<file path="config.mk">
export PLATFORM = sky130hd
export DESIGN_NAME = dp8_top
export DESIGN_NICKNAME = d
export VERILOG_FILES = /design/src/dp8_pkg.sv /design/src/apb_ctrl.sv /design/src/iram_bank.sv /design/src/alu_core.sv /design/src/acc_psw.sv /design/src/dp8_top.sv
export SDC_FILE = /design/constraint.sdc
export NUM_CORES = 1
export LEC_CHECK = 0
export BUFFER_PORTS_ARGS = -buffer_cell sky130_fd_sc_hd__buf_2
export CAP_MARGIN = 15
export CORE_ASPECT_RATIO = 0.7
export CORE_MARGIN = 8
export CORE_UTILIZATION = 45
export CTS_CLUSTER_DIAMETER = 40
export DETAILED_ROUTE_END_ITERATION = 8
export GPL_TIMING_DRIVEN = 0
export PLACE_DENSITY = 0.63
export SLEW_MARGIN = 20
export SYNTH_ARGS = -nofsm -noshare
export SYNTH_HDL_FRONTEND = slang
export SYNTH_SLANG_ARGS = --single-unit
</file>
<file path="constraint.sdc">
create_clock -name clock -period 3.7 [get_ports clock]
set_input_delay 0.555 -clock clock [delete_from_list [all_inputs] [get_ports clock]]
set_output_delay 0.555 -clock clock [all_outputs]
set_load 0.02 [all_outputs]
</file>
<file path="src/dp8_pkg.sv">
package dp8_pkg;

    // Datapath widths
    localparam int DATA_W      = 8;
    localparam int REG_IDX_W   = 3;
    localparam int IRAM_ADDR_W = 5;
    localparam int BANK_W      = IRAM_ADDR_W - REG_IDX_W;
    localparam int OP_W        = 4;

    // APB bus widths and register offsets
    localparam int APB_ADDR_W = 4;
    localparam int APB_DATA_W = 32;

    localparam logic [APB_ADDR_W-1:0] REG_INSTR = 4'h0;
    localparam logic [APB_ADDR_W-1:0] REG_ACC   = 4'h4;
    localparam logic [APB_ADDR_W-1:0] REG_PSW   = 4'h8;

    // PSW bit positions
    localparam int PSW_CY  = 7;
    localparam int PSW_AC  = 6;
    localparam int PSW_RS1 = 4;
    localparam int PSW_RS0 = 3;
    localparam int PSW_OV  = 2;
    localparam int PSW_P   = 0;

    // Instruction word fields
    localparam int INSTR_OP_LSB  = 0;
    localparam int INSTR_SRC_BIT = 4;
    localparam int INSTR_IDX_LSB = 8;
    localparam int INSTR_IMM_LSB = 16;

    // Codes above OP_DEC are reserved
    typedef enum logic [OP_W-1:0] {
        OP_NOP       = 4'h0,
        OP_MOV_A     = 4'h1,
        OP_MOV_R_A   = 4'h2,
        OP_MOV_R_IMM = 4'h3,
        OP_ADD       = 4'h4,
        OP_SUBB      = 4'h5,
        OP_ANL       = 4'h6,
        OP_ORL       = 4'h7,
        OP_XRL       = 4'h8,
        OP_INC       = 4'h9,
        OP_DEC       = 4'hA
    } op_t;

    typedef enum logic [1:0] {
        ST_IDLE = 2'd0,
        ST_READ = 2'd1,
        ST_EXEC = 2'd2,
        ST_WB   = 2'd3
    } state_t;

endpackage

</file>
<file path="src/apb_ctrl.sv">
module apb_ctrl import dp8_pkg::*; (
    input  logic                  clock,
    input  logic                  rst,
    input  logic [APB_ADDR_W-1:0] paddr,
    input  logic                  psel,
    input  logic                  penable,
    input  logic                  pwrite,
    input  logic [APB_DATA_W-1:0] pwdata,
    input  logic [DATA_W-1:0]     acc,
    input  logic [DATA_W-1:0]     psw,
    output logic [APB_DATA_W-1:0] prdata,
    output logic                  pready,
    output logic                  pslverr,
    output op_t                   op,
    output logic                  src_reg,
    output logic [REG_IDX_W-1:0]  reg_idx,
    output logic [DATA_W-1:0]     imm,
    output logic                  rd_en,
    output logic                  wr_en,
    output logic                  wb_en,
    output logic                  psw_wr,
    output logic [DATA_W-1:0]     psw_wdata
);

    state_t state;
    state_t state_next;

    logic setup_cycle;
    logic access_cycle;
    logic idle_access;
    logic instr_sel;
    logic acc_sel;
    logic psw_sel;
    logic bad_addr;
    logic bad_op;
    logic start;

    // ------------------------------
    // Transfer decode
    // ------------------------------
    assign setup_cycle  = psel && !penable;
    assign access_cycle = psel && penable;
    assign idle_access  = (state == ST_IDLE) && access_cycle;

    assign instr_sel = (paddr == REG_INSTR);
    assign acc_sel   = (paddr == REG_ACC);
    assign psw_sel   = (paddr == REG_PSW);
    assign bad_addr  = !(instr_sel || acc_sel || psw_sel);
    assign bad_op    = pwdata[INSTR_OP_LSB +: OP_W] > OP_DEC;

    // Instruction is taken in the setup phase so READ lines up with the first access cycle
    assign start = (state == ST_IDLE) && setup_cycle && pwrite && instr_sel && !bad_op;

    // ------------------------------
    // Sequencer
    // ------------------------------
    always_comb begin
        case (state)
            ST_IDLE: state_next = start ? ST_READ : ST_IDLE;
            ST_READ: state_next = ST_EXEC;
            ST_EXEC: state_next = ST_WB;
            default: state_next = ST_IDLE;
        endcase
    end

    always_ff @(posedge clock) begin
        if (rst) begin
            state   <= ST_IDLE;
            op      <= OP_NOP;
            src_reg <= 1'b0;
            reg_idx <= '0;
            imm     <= '0;
        end else begin
            state <= state_next;
            if (start) begin
                op      <= op_t'(pwdata[INSTR_OP_LSB +: OP_W]);
                src_reg <= pwdata[INSTR_SRC_BIT];
                reg_idx <= pwdata[INSTR_IDX_LSB +: REG_IDX_W];
                imm     <= pwdata[INSTR_IMM_LSB +: DATA_W];
            end
        end
    end

    // Datapath strobes
    assign rd_en = (state == ST_READ) && src_reg;
    assign wr_en = (state == ST_EXEC) && ((op == OP_MOV_R_A) || (op == OP_MOV_R_IMM));
    assign wb_en = (state == ST_WB);

    // ------------------------------
    // APB response
    // ------------------------------
    assign pready  = idle_access || (state == ST_WB);
    assign pslverr = idle_access && (bad_addr || (pwrite && instr_sel && bad_op));

    always_comb begin
        prdata = '0;
        if (acc_sel) begin
            prdata[DATA_W-1:0] = acc;
        end else if (psw_sel) begin
            prdata[DATA_W-1:0] = psw;
        end
    end

    assign psw_wr    = idle_access && pwrite && psw_sel;
    assign psw_wdata = pwdata[DATA_W-1:0];

endmodule

</file>
<file path="src/iram_bank.sv">
module iram_bank import dp8_pkg::*; (
    input  logic                 clock,
    input  logic                 rst,
    input  logic                 rd_en,
    input  logic                 wr_en,
    input  logic [REG_IDX_W-1:0] reg_idx,
    input  logic [BANK_W-1:0]    bank,
    input  logic [DATA_W-1:0]    wdata,
    input  op_t                  op,
    input  logic [DATA_W-1:0]    imm,
    output logic [DATA_W-1:0]    rdata
);

    logic [DATA_W-1:0]      mem [2**IRAM_ADDR_W];
    logic [IRAM_ADDR_W-1:0] addr;
    logic [DATA_W-1:0]      store_data;

    // Bank base is eight bytes per bank
    assign addr = {bank, reg_idx};

    // MOV Rn,#imm stores the immediate, MOV Rn,A stores ACC
    assign store_data = (op == OP_MOV_R_IMM) ? imm : wdata;

    always_ff @(posedge clock) begin
        if (rst) begin
            for (int i = 0; i < 2**IRAM_ADDR_W; i++) begin
                mem[i] <= '0;
            end
            rdata <= '0;
        end else begin
            if (wr_en) begin
                mem[addr] <= store_data;
            end
            if (rd_en) begin
                rdata <= mem[addr];
            end
        end
    end

endmodule

</file>
<file path="src/alu_core.sv">
module alu_core import dp8_pkg::*; (
    input  logic              clock,
    input  logic              rst,
    input  op_t               op,
    input  logic              src_reg,
    input  logic [DATA_W-1:0] imm,
    input  logic [DATA_W-1:0] ram_data,
    input  logic [DATA_W-1:0] acc,
    input  logic              cy_in,
    output logic [DATA_W-1:0] result,
    output logic              cy_out,
    output logic              ac_out,
    output logic              ov_out,
    output logic              flags_valid
);

    logic [DATA_W-1:0] operand;
    logic [DATA_W-1:0] res_c;
    logic [DATA_W:0]   wide;
    logic [4:0]        nib;
    logic              cy_c;
    logic              ac_c;
    logic              ov_c;

    assign operand = src_reg ? ram_data : imm;

    always_comb begin
        res_c = acc;
        wide  = '0;
        nib   = '0;
        cy_c  = 1'b0;
        ac_c  = 1'b0;
        ov_c  = 1'b0;
        case (op)
            OP_ADD: begin
                wide  = {1'b0, acc} + {1'b0, operand};
                nib   = {1'b0, acc[3:0]} + {1'b0, operand[3:0]};
                res_c = wide[DATA_W-1:0];
                cy_c  = wide[DATA_W];
                ac_c  = nib[4];
                // Same-sign operands giving a result of the other sign
                ov_c  = (acc[DATA_W-1] == operand[DATA_W-1]) &&
                        (res_c[DATA_W-1] != acc[DATA_W-1]);
            end
            OP_SUBB: begin
                // Top bit of the widened difference is the borrow
                wide  = {1'b0, acc} - {1'b0, operand} - {{DATA_W{1'b0}}, cy_in};
                nib   = {1'b0, acc[3:0]} - {1'b0, operand[3:0]} - {4'b0, cy_in};
                res_c = wide[DATA_W-1:0];
                cy_c  = wide[DATA_W];
                ac_c  = nib[4];
                ov_c  = (acc[DATA_W-1] != operand[DATA_W-1]) &&
                        (res_c[DATA_W-1] != acc[DATA_W-1]);
            end
            OP_ANL:  res_c = acc & operand;
            OP_ORL:  res_c = acc | operand;
            OP_XRL:  res_c = acc ^ operand;
            OP_INC:  res_c = acc + DATA_W'(1);
            OP_DEC:  res_c = acc - DATA_W'(1);
            default: res_c = acc;
        endcase
    end

    // Sampled every cycle, the EXEC-cycle value is the one used in WB
    always_ff @(posedge clock) begin
        if (rst) begin
            result      <= '0;
            cy_out      <= 1'b0;
            ac_out      <= 1'b0;
            ov_out      <= 1'b0;
            flags_valid <= 1'b0;
        end else begin
            result      <= res_c;
            cy_out      <= cy_c;
            ac_out      <= ac_c;
            ov_out      <= ov_c;
            flags_valid <= (op == OP_ADD) || (op == OP_SUBB);
        end
    end

endmodule

</file>
<file path="src/acc_psw.sv">
module acc_psw import dp8_pkg::*; (
    input  logic              clock,
    input  logic              rst,
    input  logic              wb_en,
    input  op_t               op,
    input  logic              src_reg,
    input  logic [DATA_W-1:0] imm,
    input  logic [DATA_W-1:0] ram_data,
    input  logic [DATA_W-1:0] result,
    input  logic              cy_out,
    input  logic              ac_out,
    input  logic              ov_out,
    input  logic              flags_valid,
    input  logic              psw_wr,
    input  logic [DATA_W-1:0] psw_wdata,
    output logic [DATA_W-1:0] acc,
    output logic [DATA_W-1:0] psw,
    output logic [BANK_W-1:0] bank
);

    // Stored PSW bits, P lives outside
    logic [DATA_W-1:1] psw_q;
    logic              alu_op;

    assign alu_op = (op == OP_ADD) || (op == OP_SUBB) || (op == OP_ANL) ||
                    (op == OP_ORL) || (op == OP_XRL) || (op == OP_INC) ||
                    (op == OP_DEC);

    always_ff @(posedge clock) begin
        if (rst) begin
            acc   <= '0;
            psw_q <= '0;
        end else if (psw_wr) begin
            psw_q <= psw_wdata[DATA_W-1:1];
        end else if (wb_en) begin
            if (alu_op) begin
                acc <= result;
            end else if (op == OP_MOV_A) begin
                acc <= src_reg ? ram_data : imm;
            end
            if (flags_valid) begin
                psw_q[PSW_CY] <= cy_out;
                psw_q[PSW_AC] <= ac_out;
                psw_q[PSW_OV] <= ov_out;
            end
        end
    end

    // Parity follows ACC every cycle
    always_comb begin
        psw        = {psw_q, 1'b0};
        psw[PSW_P] = ^acc;
    end

    assign bank = psw_q[PSW_RS1:PSW_RS0];

endmodule

</file>
<file path="src/dp8_top.sv">
module dp8_top import dp8_pkg::*; (
    input  logic                  clock,
    input  logic                  rst,
    input  logic [APB_ADDR_W-1:0] paddr,
    input  logic                  psel,
    input  logic                  penable,
    input  logic                  pwrite,
    input  logic [APB_DATA_W-1:0] pwdata,
    output logic [APB_DATA_W-1:0] prdata,
    output logic                  pready,
    output logic                  pslverr
);

    op_t                  op;
    logic                 src_reg;
    logic [REG_IDX_W-1:0] reg_idx;
    logic [DATA_W-1:0]    imm;
    logic                 rd_en;
    logic                 wr_en;
    logic                 wb_en;
    logic                 psw_wr;
    logic [DATA_W-1:0]    psw_wdata;
    logic [DATA_W-1:0]    acc;
    logic [DATA_W-1:0]    psw;
    logic [BANK_W-1:0]    bank;
    logic [DATA_W-1:0]    ram_data;
    logic [DATA_W-1:0]    result;
    logic                 cy_out;
    logic                 ac_out;
    logic                 ov_out;
    logic                 flags_valid;

    // ------------------------------
    // Host interface and sequencer
    // ------------------------------
    apb_ctrl apb_ctrl_inst (
        .clock     (clock),
        .rst       (rst),
        .paddr     (paddr),
        .psel      (psel),
        .penable   (penable),
        .pwrite    (pwrite),
        .pwdata    (pwdata),
        .acc       (acc),
        .psw       (psw),
        .prdata    (prdata),
        .pready    (pready),
        .pslverr   (pslverr),
        .op        (op),
        .src_reg   (src_reg),
        .reg_idx   (reg_idx),
        .imm       (imm),
        .rd_en     (rd_en),
        .wr_en     (wr_en),
        .wb_en     (wb_en),
        .psw_wr    (psw_wr),
        .psw_wdata (psw_wdata)
    );

    // ------------------------------
    // Register banks and ALU side by side
    // ------------------------------
    iram_bank iram_bank_inst (
        .clock   (clock),
        .rst     (rst),
        .rd_en   (rd_en),
        .wr_en   (wr_en),
        .reg_idx (reg_idx),
        .bank    (bank),
        .wdata   (acc),
        .op      (op),
        .imm     (imm),
        .rdata   (ram_data)
    );

    alu_core alu_core_inst (
        .clock       (clock),
        .rst         (rst),
        .op          (op),
        .src_reg     (src_reg),
        .imm         (imm),
        .ram_data    (ram_data),
        .acc         (acc),
        .cy_in       (psw[PSW_CY]),
        .result      (result),
        .cy_out      (cy_out),
        .ac_out      (ac_out),
        .ov_out      (ov_out),
        .flags_valid (flags_valid)
    );

    // SFR write-back
    acc_psw acc_psw_inst (
        .clock       (clock),
        .rst         (rst),
        .wb_en       (wb_en),
        .op          (op),
        .src_reg     (src_reg),
        .imm         (imm),
        .ram_data    (ram_data),
        .result      (result),
        .cy_out      (cy_out),
        .ac_out      (ac_out),
        .ov_out      (ov_out),
        .flags_valid (flags_valid),
        .psw_wr      (psw_wr),
        .psw_wdata   (psw_wdata),
        .acc         (acc),
        .psw         (psw),
        .bank        (bank)
    );

endmodule

</file>
# [Word-level counts from Yosys, hierarchy flattened]
# Memory sizes are Yosys's and may differ from the RTL's. A register that Yosys moved wholly into a read port is not among the register bits.
# Cells that the tools add are included.
[word_totals] register_bits=45 ram_bits=256 input_bits=41 n_memories=1
[op_classes] n_addsub=8 magnitude_cmp=1 n_eq_ne=19 n_mux=26 bitwise=4 n_reduce_logical=39
[mem_list] name="iram_bank_inst.mem" words=32 word_bits=8 read_ports=1 rd_clocked_by_memory_dff=1 wr=32 line="iram_bank.sv:14" rtl="logic [DATA_W-1:0] mem [2**IRAM_ADDR_W];"
[op_table] operator="$mux 8" n=7
[op_table] operator="$pmux 8 s7" n=1
[op_table] operator="$eq 4x3->1 const B" n=5
[op_table] operator="$eq 4x4->1 const B" n=4
[op_table] operator="$logic_and 1x1->1" n=16
[op_table] operator="$logic_or 1x1->1" n=11
[op_table] operator="$mux 1" n=10
[op_table] operator="$add 8x8->9" n=1
[op_table] operator="$sub 8x8->9" n=1
[op_table] operator="$sub 9x1->9" n=1
[op_table] operator="$add 8x1->8 const B" n=1
[op_table] operator="$and 8x8->8" n=1
[op_table] operator="$eq 4x2->1 const B" n=2
[op_table] operator="$or 8x8->8" n=1
[op_table] operator="$reduce_or 8->1" n=1
[op_table] operator="$reduce_xor 8->1" n=1
[op_table] operator="$sub 8x1->8 const B" n=1
[op_table] operator="$xor 8x8->8" n=1
[op_table] operator="$mux 2" n=3
[op_table] operator="$pmux 1 s2" n=3
[op_table] operator="$pmux 2 s3" n=1
[op_table] operator="$reduce_bool 2->1" n=3
[op_table] operator="$add 4x4->5" n=1
[op_table] operator="$mux 5" n=1
[op_table] operator="14 further kinds" n=19

# [Longest topological paths before layout]
# Gate-level depths: netlist of the first run.
[depth] ltp_word=9 mapped_depth=12

# [Cells and area by module]
# A second synthesis of the first run with hierarchy kept.
[hier_totals] hier_cells=1357 hier_area_um2=16062.9
[modules_own_cells] mod="iram_bank" n_inst=1 cells_each=843 area_per_inst_um2=11820.1
[modules_own_cells] mod="alu_core" n_inst=1 cells_each=278 area_per_inst_um2=2139.6
[modules_own_cells] mod="apb_ctrl" n_inst=1 cells_each=148 area_per_inst_um2=1222.4
[modules_own_cells] mod="acc_psw" n_inst=1 cells_each=88 area_per_inst_um2=880.8

# [Worst setup path after synthesis of the first run]
# OpenSTA, ideal clock, no wires.
[synth_timing] path_type="flip-flop to flip-flop" from="reg apb_ctrl_inst.src_reg" to="reg alu_core_inst.result[7]" setup_ps=95 arrival_time_ps=2624 t_required_ps=3605 setup_slack_ps=981 path_stages_with_launch=11 n_path_buf=1 cell_sequence="dfxtp_1 > buf_2 > mux2i_1 > fa_1 > ha_1 > o21ai_0 > nand2_1 > a41oi_1 > mux2i_1 > a221oi_1 > a221oi_1"
[synth_via] elab_chain_len=4
[synth_rtl] element="from (decl)" line="apb_ctrl.sv:15" rtl="output logic src_reg,"
[synth_rtl] element="from (signal assigned)" line="apb_ctrl.sv:77" rtl="src_reg <= pwdata[INSTR_SRC_BIT];"
[synth_rtl] element="$mux 8 *" line="alu_core.sv:25" rtl="assign operand = src_reg ? ram_data : imm;"
[synth_rtl] element="$sub 8x8->9" line="alu_core.sv:47" rtl="wide = {1'b0, acc} - {1'b0, operand} - {{DATA_W{1'b0}}, cy_in};"
[synth_rtl] element="$sub 9x1->9" line="alu_core.sv:47"
[synth_rtl] element="$pmux 8 s7 *" line="alu_core.sv:34" rtl="case (op)"
[synth_rtl] element="to (signal assigned)" line="alu_core.sv:73" rtl="result <= res_c;"
[synth_rtl] element="to (decl)" line="alu_core.sv:10" rtl="output logic [DATA_W-1:0] result,"
# Mark *: on every way between the ends. The rest lies on a longest branch, timed or not.
# A chain may end at the register's enable or synchronous reset.

# [Worst setup path in the final report of the first run]
[layout_timing] from="reg apb_ctrl_inst.src_reg" to="reg alu_core_inst.cy_out"
[layout_via] elab_chain_len=4
[layout_rtl] element="$mux 8 *" line="alu_core.sv:25"
[layout_rtl] element="$sub 8x8->9" line="alu_core.sv:47"
[layout_rtl] element="$sub 9x1->9" line="alu_core.sv:47"
[layout_rtl] element="$pmux 1 s2 *" line="alu_core.sv:34"
[layout_rtl] element="to (signal assigned)" line="alu_core.sv:74" rtl="cy_out <= cy_c;"
[layout_rtl] element="to (decl)" line="alu_core.sv:11" rtl="output logic cy_out,"
# Marked as above.

==> results of run 1 <==
-- metal layers --
| layer | up-vias | wire length (um) | global-route usage [%] | share of wire, % |
|---|---|---|---|---|
| met5 | - | 11 | 0 | 0.024 |
| met4 | 2 | 1070 | 5.74 | 2.3 |
| met3 | 90 | 6380 | 8.61 | 14 |
| met2 | 614 | 19100 | 31.3 | 41 |
| met1 | 5467 | 20200 | 33.3 | 43 |
| li1 | 4770 | - | - | - |
-- final timing paths --
kind	slack, ns	cells past startpoint	start	end
min	0.26	3	pwdata[5]	acc_psw_inst.psw_q[5]
max reg2reg	0.23	11	apb_ctrl_inst.src_reg	alu_core_inst.cy_out
max	0.23	11	apb_ctrl_inst.src_reg	alu_core_inst.cy_out
min reg2reg	0.48	2	alu_core_inst.ac_out	acc_psw_inst.psw_q[6]
-- synth_stat cells (10+ instances only) --
cell type,n
buf_2,16
mux4_2,69
nor3_1,11
a22o_1,10
buf_4,29
a21oi_1,43
edfxtp_1,256
a211oi_1,16
a311oi_1,10
nand2b_1,48
mux2i_1,52
ha_1,40
inv_1,29
nor2_1,331
clkbuf_1,46
o21ai_0,17
nand2_1,45
nand2_2,17
dfxtp_1,53
xnor2_1,18
-- per-stage QoR --
step | hold WS [ns] | area (um^2) | cells | power (mW)
6_report | 0.260 | 17600 | 1864 | 7.86
5_1_grt | 0.265 | 17600 | 1864 | 8.03
4_1_cts | 0.254 | 17600 | 1863 | 7.87
3_5_place_dp | 0.478 | 16400 | 1802 | 4.31
3_3_place_gp | 0.465 | 16400 | 1802 | 4.30
2_1_floorplan | 0.452 | 15600 | 1293 | 4.18
-- cell type report --
type / count / area, um^2
buffer: 100 / 571
multi-input combinational: 855 / 6180
clock buffer: 42 / 923
inverter: 29 / 109
clock inverter: 19 / 258
fill: 2944 / 16700
tap: 472 / 591
sequential: 309 / 8750
timing repair buffer: 38 / 196
-- repair_timing --
item,in CTS,in global routing
setup endpoints to repair,0,1
endpoints found under the hold margin,0,0
resized for setup,0,1
-- where the power goes --
part           internal (mW)  total (mW)  switching [mW]
registers               3.90        3.94          0.0421
clock network           2.15        3.62            1.46
logic                  0.110       0.302           0.192
-- critical path: cells and delay by family (launching register included) --
kind	cells	cell delay, ns
multiplexers	1	0.51
buffers and inverters	2	0.38
flip-flops	1	0.31
adder cells (fa/ha/maj)	2	0.70
AO/OA/AOI/OAI	6	1.37
-- kinds of logic after synthesis --
logic type      after synthesis
flops                       309
other cells                   1
simple gates                491
buf+inv                     129
fa+ha+maj                    45
xor+xnor                     24
compound gates              149
mux                         122
==> key figures, run 1 <==
Clock tree
  • Clock slew at reported path FFs: roughly 0.060 ns
  • CTS hold repair buffers: 0
  • Setup bufs post-CTS: 0
  • Cts bufs inserted: 35
  • CTS tree: built
  • Clock Path Buffers: 3
  • Clock sink total: 309
  • CTS root buf: clkbuf_16
  • Worst skew pair latency: between 0.5 and 0.6 ns
  • H-tree depth: 2

Cells and area
  • Final Core Density: just over 50%
  • Most frequent cells in the layout: nor2_1, edfxtp_1, mux4_2
  • Net total in the final layout: between 1,000 and 1,500
  • Largest register FFs: around 260
  • Share of cells above drive strength 1: about 17%
  • ANT cells: 0
  • Area grow syn2layout: 13.3%
  • Most common cell after layout, fill and taps aside: nor2_1
  • Top reg by flops: iram_bank_inst.mem

Floorplan
  • Ports: between 70 and 80
  • Initial Utilization: around 45%
  • Die height: about 170 um
  • Core Rows: between 50 and 60
  • Die Width: about 240 um
  • Full die area: about 41,000 um^2
  • Core area: 34,300 um^2

Global route
  • Vias in the first global route: just over 10,000
  • Gr usage total: a little under a quarter
  • Initial antenna violation count: 2
  • GRT Residual Overflow: 0
  • First-pass GRT wire length: about 68,000 um
  • Pin count of the biggest net entering global routing: 16

Worst setup path
  • Max incr delay on CP: about 0.51 ns
  • Worst Path Required: around 4.1 ns
  • Arr. time, crit path: between 3 and 4 ns
  • CP Class: reg2reg
  • CP max-delay cell: mux2i_2
  • Peak fanout along the critical path: 10
  • CP most frequent cell: a21oi_1
  • Worst Setup Start Kind: register
  • Critical-path cell list: buf_2, mux2i_2, inv_1, ha_1, fa_1, a21o_1, a21oi_1, o21ai_0, a211o_1, o211ai_1, a21oi_1
  • Crit. End Element: register

Hold path
  • Hold/Removal Path Class: in2reg

Drt
  • Mean routed wirelength per cell: 25.1 um
  • Routed WL: 46,700 um
  • Via/cell ratio: 5.87
  • DRC Markers: 0
  • Via count: about 11,000
  • Post-DRT Antenna Nets: 0
  • Drt initial violations: 1,511
  • Pre-antenna DRT Iters: 5

Job
  • Max Cap Violations: 0

Placement
  • Pre-CTS setup slack: slightly above 0.07 ns
  • Placer Congestion: about 0.96
  • Number of port buffers: 37
  • DP Wirelength: roughly 34,000 um

Yosys
  • Xor/xnor share of the synthesized area: roughly 1.4%
  • Sequential share of the synthesized area: 56.4%
  • Synth Warn #: 0
  • Synth area leader: edfxtp_1
  • Synth async-reset ratio: 0%
  • Post-Synth Simple-Gate Area: ~14%
  • Seq cells post-synth: approximately 300
  • Post-Syn Area: between 15,000 and 20,000 um^2
  • Synth top area cells: edfxtp_1, mux4_2, nor2_1
  • Synth Area in Adders: 3.81%
  • Post-synth EDFFs: between 200 and 300
  • Gate Count Post-Synth: between 1,000 and 1,500
  • Synth Area in Compound Gates: approximately 6.6%
  • Largest family of logic cells by synthesized area: simple AND/OR/NAND/NOR gates
  • Top cell type's share of synthesized area: between 40% and 50%
  • Top FF cell, synth: edfxtp_1
  • Mux contribution to synthesized area: a little over an eighth
  • Avg Synthesized Cell Area: about 12 um^2
  • Yosys cell types: 65

Pwr
  • Static leakage: 5.94 nW
  • Worst VDD drop: 0.371 mV
  • Pwr/cell area: around 450 nW/um^2

Timing
  • Worst Skew: 0.0239 ns
  • Slew headroom: about a third
  • # setup viols final: 0
  • Fmax: ~290 MHz
  • Slew @ Worst Pin: ~1 ns
  • Post-layout worst setup margin: between 0.2 and 0.25 ns
  • RSZ-0062 raised after global routing: false
  • Tcrit/Tclk final: 93.7%
  • Min cycle time layout: between 3 and 4 ns
  • Final setup TNS: 0 ns
  • Hold Vio Cnt, Final: 0
  • Slew Viols, Final: 0

Status
  • Run status: finished clean
Power figures use the tool's default switching activity.
==> inputs of run 2 (changes only) <==
--- a/config.mk
+++ b/config.mk
@@ -5,7 +5,7 @@
 export SDC_FILE = /design/constraint.sdc
 export NUM_CORES = 1
 export LEC_CHECK = 0
-export BUFFER_PORTS_ARGS = -buffer_cell sky130_fd_sc_hd__buf_2
+export BUFFER_PORTS_ARGS = -buffer_cell sky130_fd_sc_hd__buf_4
 export CAP_MARGIN = 15
 export CORE_ASPECT_RATIO = 0.7
 export CORE_MARGIN = 8
@@ -13,6 +13,7 @@
 export CTS_CLUSTER_DIAMETER = 40
 export DETAILED_ROUTE_END_ITERATION = 8
 export GPL_TIMING_DRIVEN = 0
+export MAX_ROUTING_LAYER = met4
 export PLACE_DENSITY = 0.63
 export SLEW_MARGIN = 20
 export SYNTH_ARGS = -nofsm -noshare
==> run 2 against run 1 <==
Die area did not move; sequential share of layout area fell by 0.48 points; critical path depth did not move; wire length barely moved; utilization rose by 0.50 points; largest power group unchanged; via count fell by 1.2%; first-iteration DRC count fell by 3.7%; clock-buffer cell count rose by 2; critical path type unchanged.
==> key figures, run 2 (synthesis results as in run 1) <==
Cells and area
  • Most common cell after layout, fill and taps aside: nor2_1
  • Area grow syn2layout: 14.4%
  • Final Cell Area: 17,700 um^2 (+0.97%)
  • Top reg by flops: iram_bank_inst.mem
  • Net total in the final layout: 1,455 (+0.14%)
  • Share of cells above drive strength 1: 17.7% (+0.52 points)
  • Most frequent cells in the layout: nor2_1, edfxtp_1, mux4_2
  • Largest register FFs: 256 (unchanged)
  • Fill cells: 2,978 (+1.2%)
  • ANT cells: 0 (unchanged)
  • Final cell count without fillers: 1,868 (+0.21%)

Pwr
  • Static leakage: 5.99 nW (+0.91%)
  • Worst VDD drop: 0.391 mV (+5.4%)
  • Pwr/cell area: 452 nW/um^2 (+1.2%)

Worst setup path
  • R2r startpoint: apb_ctrl_inst.src_reg
  • Arr. time, crit path: 3.92 ns (+0.09 ns)
  • Worst Setup Start Kind: register
  • Worst Path Required: 4.06 ns (about the same)
  • Reg-to-reg endpoint: alu_core_inst.cy_out
  • CP Class: reg2reg
  • Peak fanout along the critical path: 10 (unchanged)
  • FF-to-FF setup slack: 0.13 ns (-0.10 ns)
  • Crit. End Element: register
  • R2R depth: 11 (unchanged)

Global route
  • Initial antenna violation count: 0 (-2)
  • Pin count of the biggest net entering global routing: 16 (unchanged)
  • Vias in the first global route: 10,200 (-0.44%)
  • Gr usage total: 23.6% (+0.85 points)
  • GRT Residual Overflow: 0 (unchanged)
  • First-pass GRT wire length: 68,600 um (+1.0%)

Timing
  • Fmax: 280 MHz (-2.8%)
  • Final setup TNS: 0 ns (unchanged)
  • Hold Vio Cnt, Final: 0 (unchanged)
  • Post-layout worst setup margin: 0.134 ns (-0.0993 ns)
  • Worst Skew: 0.0217 ns (-0.00216 ns)
  • RSZ-0062 raised after global routing: false
  • Slew headroom: 20.4% (-13 points)
  • Slew @ Worst Pin: 1.18 ns (+0.188 ns)
  • Slew Viols, Final: 0 (unchanged)
  • # setup viols final: 0 (unchanged)
  • Tcrit/Tclk final: 96.4% (+2.7 points)
  • Min cycle time layout: 3.57 ns (+0.0993 ns)

Drt
  • M1 WL: 21,200 um (+4.7%)
  • Via count: 10,800 (-1.2%)
  • Drt initial violations: 1,455 (-3.7%)
  • DRC Markers: 0 (unchanged)
  • WL met3: 5910 um (-7.4%)
  • Pre-antenna DRT Iters: 5 (unchanged)
  • Post-DRT Antenna Nets: 0 (unchanged)
  • Mean routed wirelength per cell: 25.0 um (-0.25%)
  • Routed WL: 46,700 um (about the same)
  • Via/cell ratio: 5.79 (-1.4%)
  • Max layer used: met4
  • Met2 wire len: 18,800 um (-1.3%)

Placement
  • Placed instance area: 16,500 um^2 (+0.57%)
  • Placer Congestion: 0.942 (-1.6%)
  • # placed instances: 1,802 (unchanged)
  • Number of port buffers: 37 (unchanged)
  • DP Wirelength: 33,800 um (+0.62%)
  • Pre-CTS setup slack: 0.0713 ns (-0.000841 ns)

Floorplan
  • Core Rows: 57 (unchanged)
  • Ports: 75 (unchanged)
  • Die height: 171 um (unchanged)
  • Full die area: 40,800 um^2 (unchanged)
  • Initial Utilization: 45.2% (unchanged)
  • Core area: 34,300 um^2 (unchanged)
  • Die Width: 238 um (unchanged)

Clock tree
  • Cts bufs inserted: 38 (+8.6%)
  • H-tree depth: 2 (unchanged)
  • Clock sink total: 309 (unchanged)
  • Clock slew at reported path FFs: 0.06 ns (about the same)
  • Clock Path Buffers: 3 (unchanged)
  • Worst skew pair latency: 0.54 ns (about the same)
  • CTS root buf: clkbuf_16
  • CTS tree: built

Hold path
  • Hold/Removal Path Class: in2reg
  • Hold depth: 3 (unchanged)
  • Hold_sp: pwdata[19]
  • Hold endpoint: apb_ctrl_inst.imm[3]

Job
  • Max Cap Violations: 0 (unchanged)

Status
  • Run status: finished clean
[run 2: cell count changes in the layout (fill, tap and decap cells not counted), sizes merged]
cell	previous run	this run
clkinvlp	3	6
clkbuf	88	90
buf	92	91
inv	33	32
bufinv	5	4
clkinv	7	9
[run 2: where the power goes]
part,switching [mW],leakage (nW),internal [mW]
registers,0.0439,2.86,3.90
logic,0.188,2.53,0.119
clock network,1.52,0.601,2.26
total,1.75,5.99,6.28
[run 2: final cells by class]
cell class / count / area, um^2 / share of cell area [%]
buffer: 100 / 571 / 3.22
clock buffer: 44 / 1010 / 5.72
multi-input combinational: 855 / 6180 / 34.8
tap: 472 / 591 / 3.33
timing repair buffer: 37 / 278 / 1.57
sequential: 309 / 8750 / 49.3
clock inverter: 22 / 255 / 1.44
inverter: 29 / 109 / 0.613
[run 2: layer usage]
layer / vias up / global-route usage (%)
met3: 69 / 6.90
met4: 0 / 5.25
met2: 592 / 31.2
li1: 4774 / -
met5: - / -
met1: 5378 / 35.2
[run 2: metrics by stage]
step                power, mW  util, %  hold WS, ns
global route             8.24     51.7        0.254
global placement         4.31     48.0        0.477
CTS                      8.05     51.7        0.243
detailed placement       4.32     48.0        0.486
finish                   8.03     51.7        0.254
floorplan                4.18        -        0.452
[run 2: worst max-delay path: stages, from the launching register on]
cell	delay [ns]
dfxtp_1	0.30
buf_2	0.29
mux2i_2	0.51
inv_1	0.09
ha_1	0.28
fa_1	0.47
a21o_1	0.18
a21oi_1	0.42
o21ai_0	0.28
a211o_1	0.36
o211ai_1	0.09
a21oi_1	0.12
[run 2: how the worst max path moves through the flow]
stage               cells past startpoint                       to  slack, ns                   from
detailed placement                     11     alu_core_inst.cy_out       0.07  apb_ctrl_inst.src_reg
floorplan                              10  alu_core_inst.result[7]       0.98  apb_ctrl_inst.src_reg
CTS                                    11     alu_core_inst.cy_out       0.06  apb_ctrl_inst.src_reg
global placement                       11     alu_core_inst.cy_out      -0.01  apb_ctrl_inst.src_reg
finish                                 11     alu_core_inst.cy_out       0.13  apb_ctrl_inst.src_reg
global route                           11     alu_core_inst.cy_out       0.02  apb_ctrl_inst.src_reg
[run 2: what timing repair did]
action                     in CTS  in global routing
buffers inserted                0                  0
setup endpoints to repair       0                 19
hold buffers                    0                  0
resized for setup               0                  2
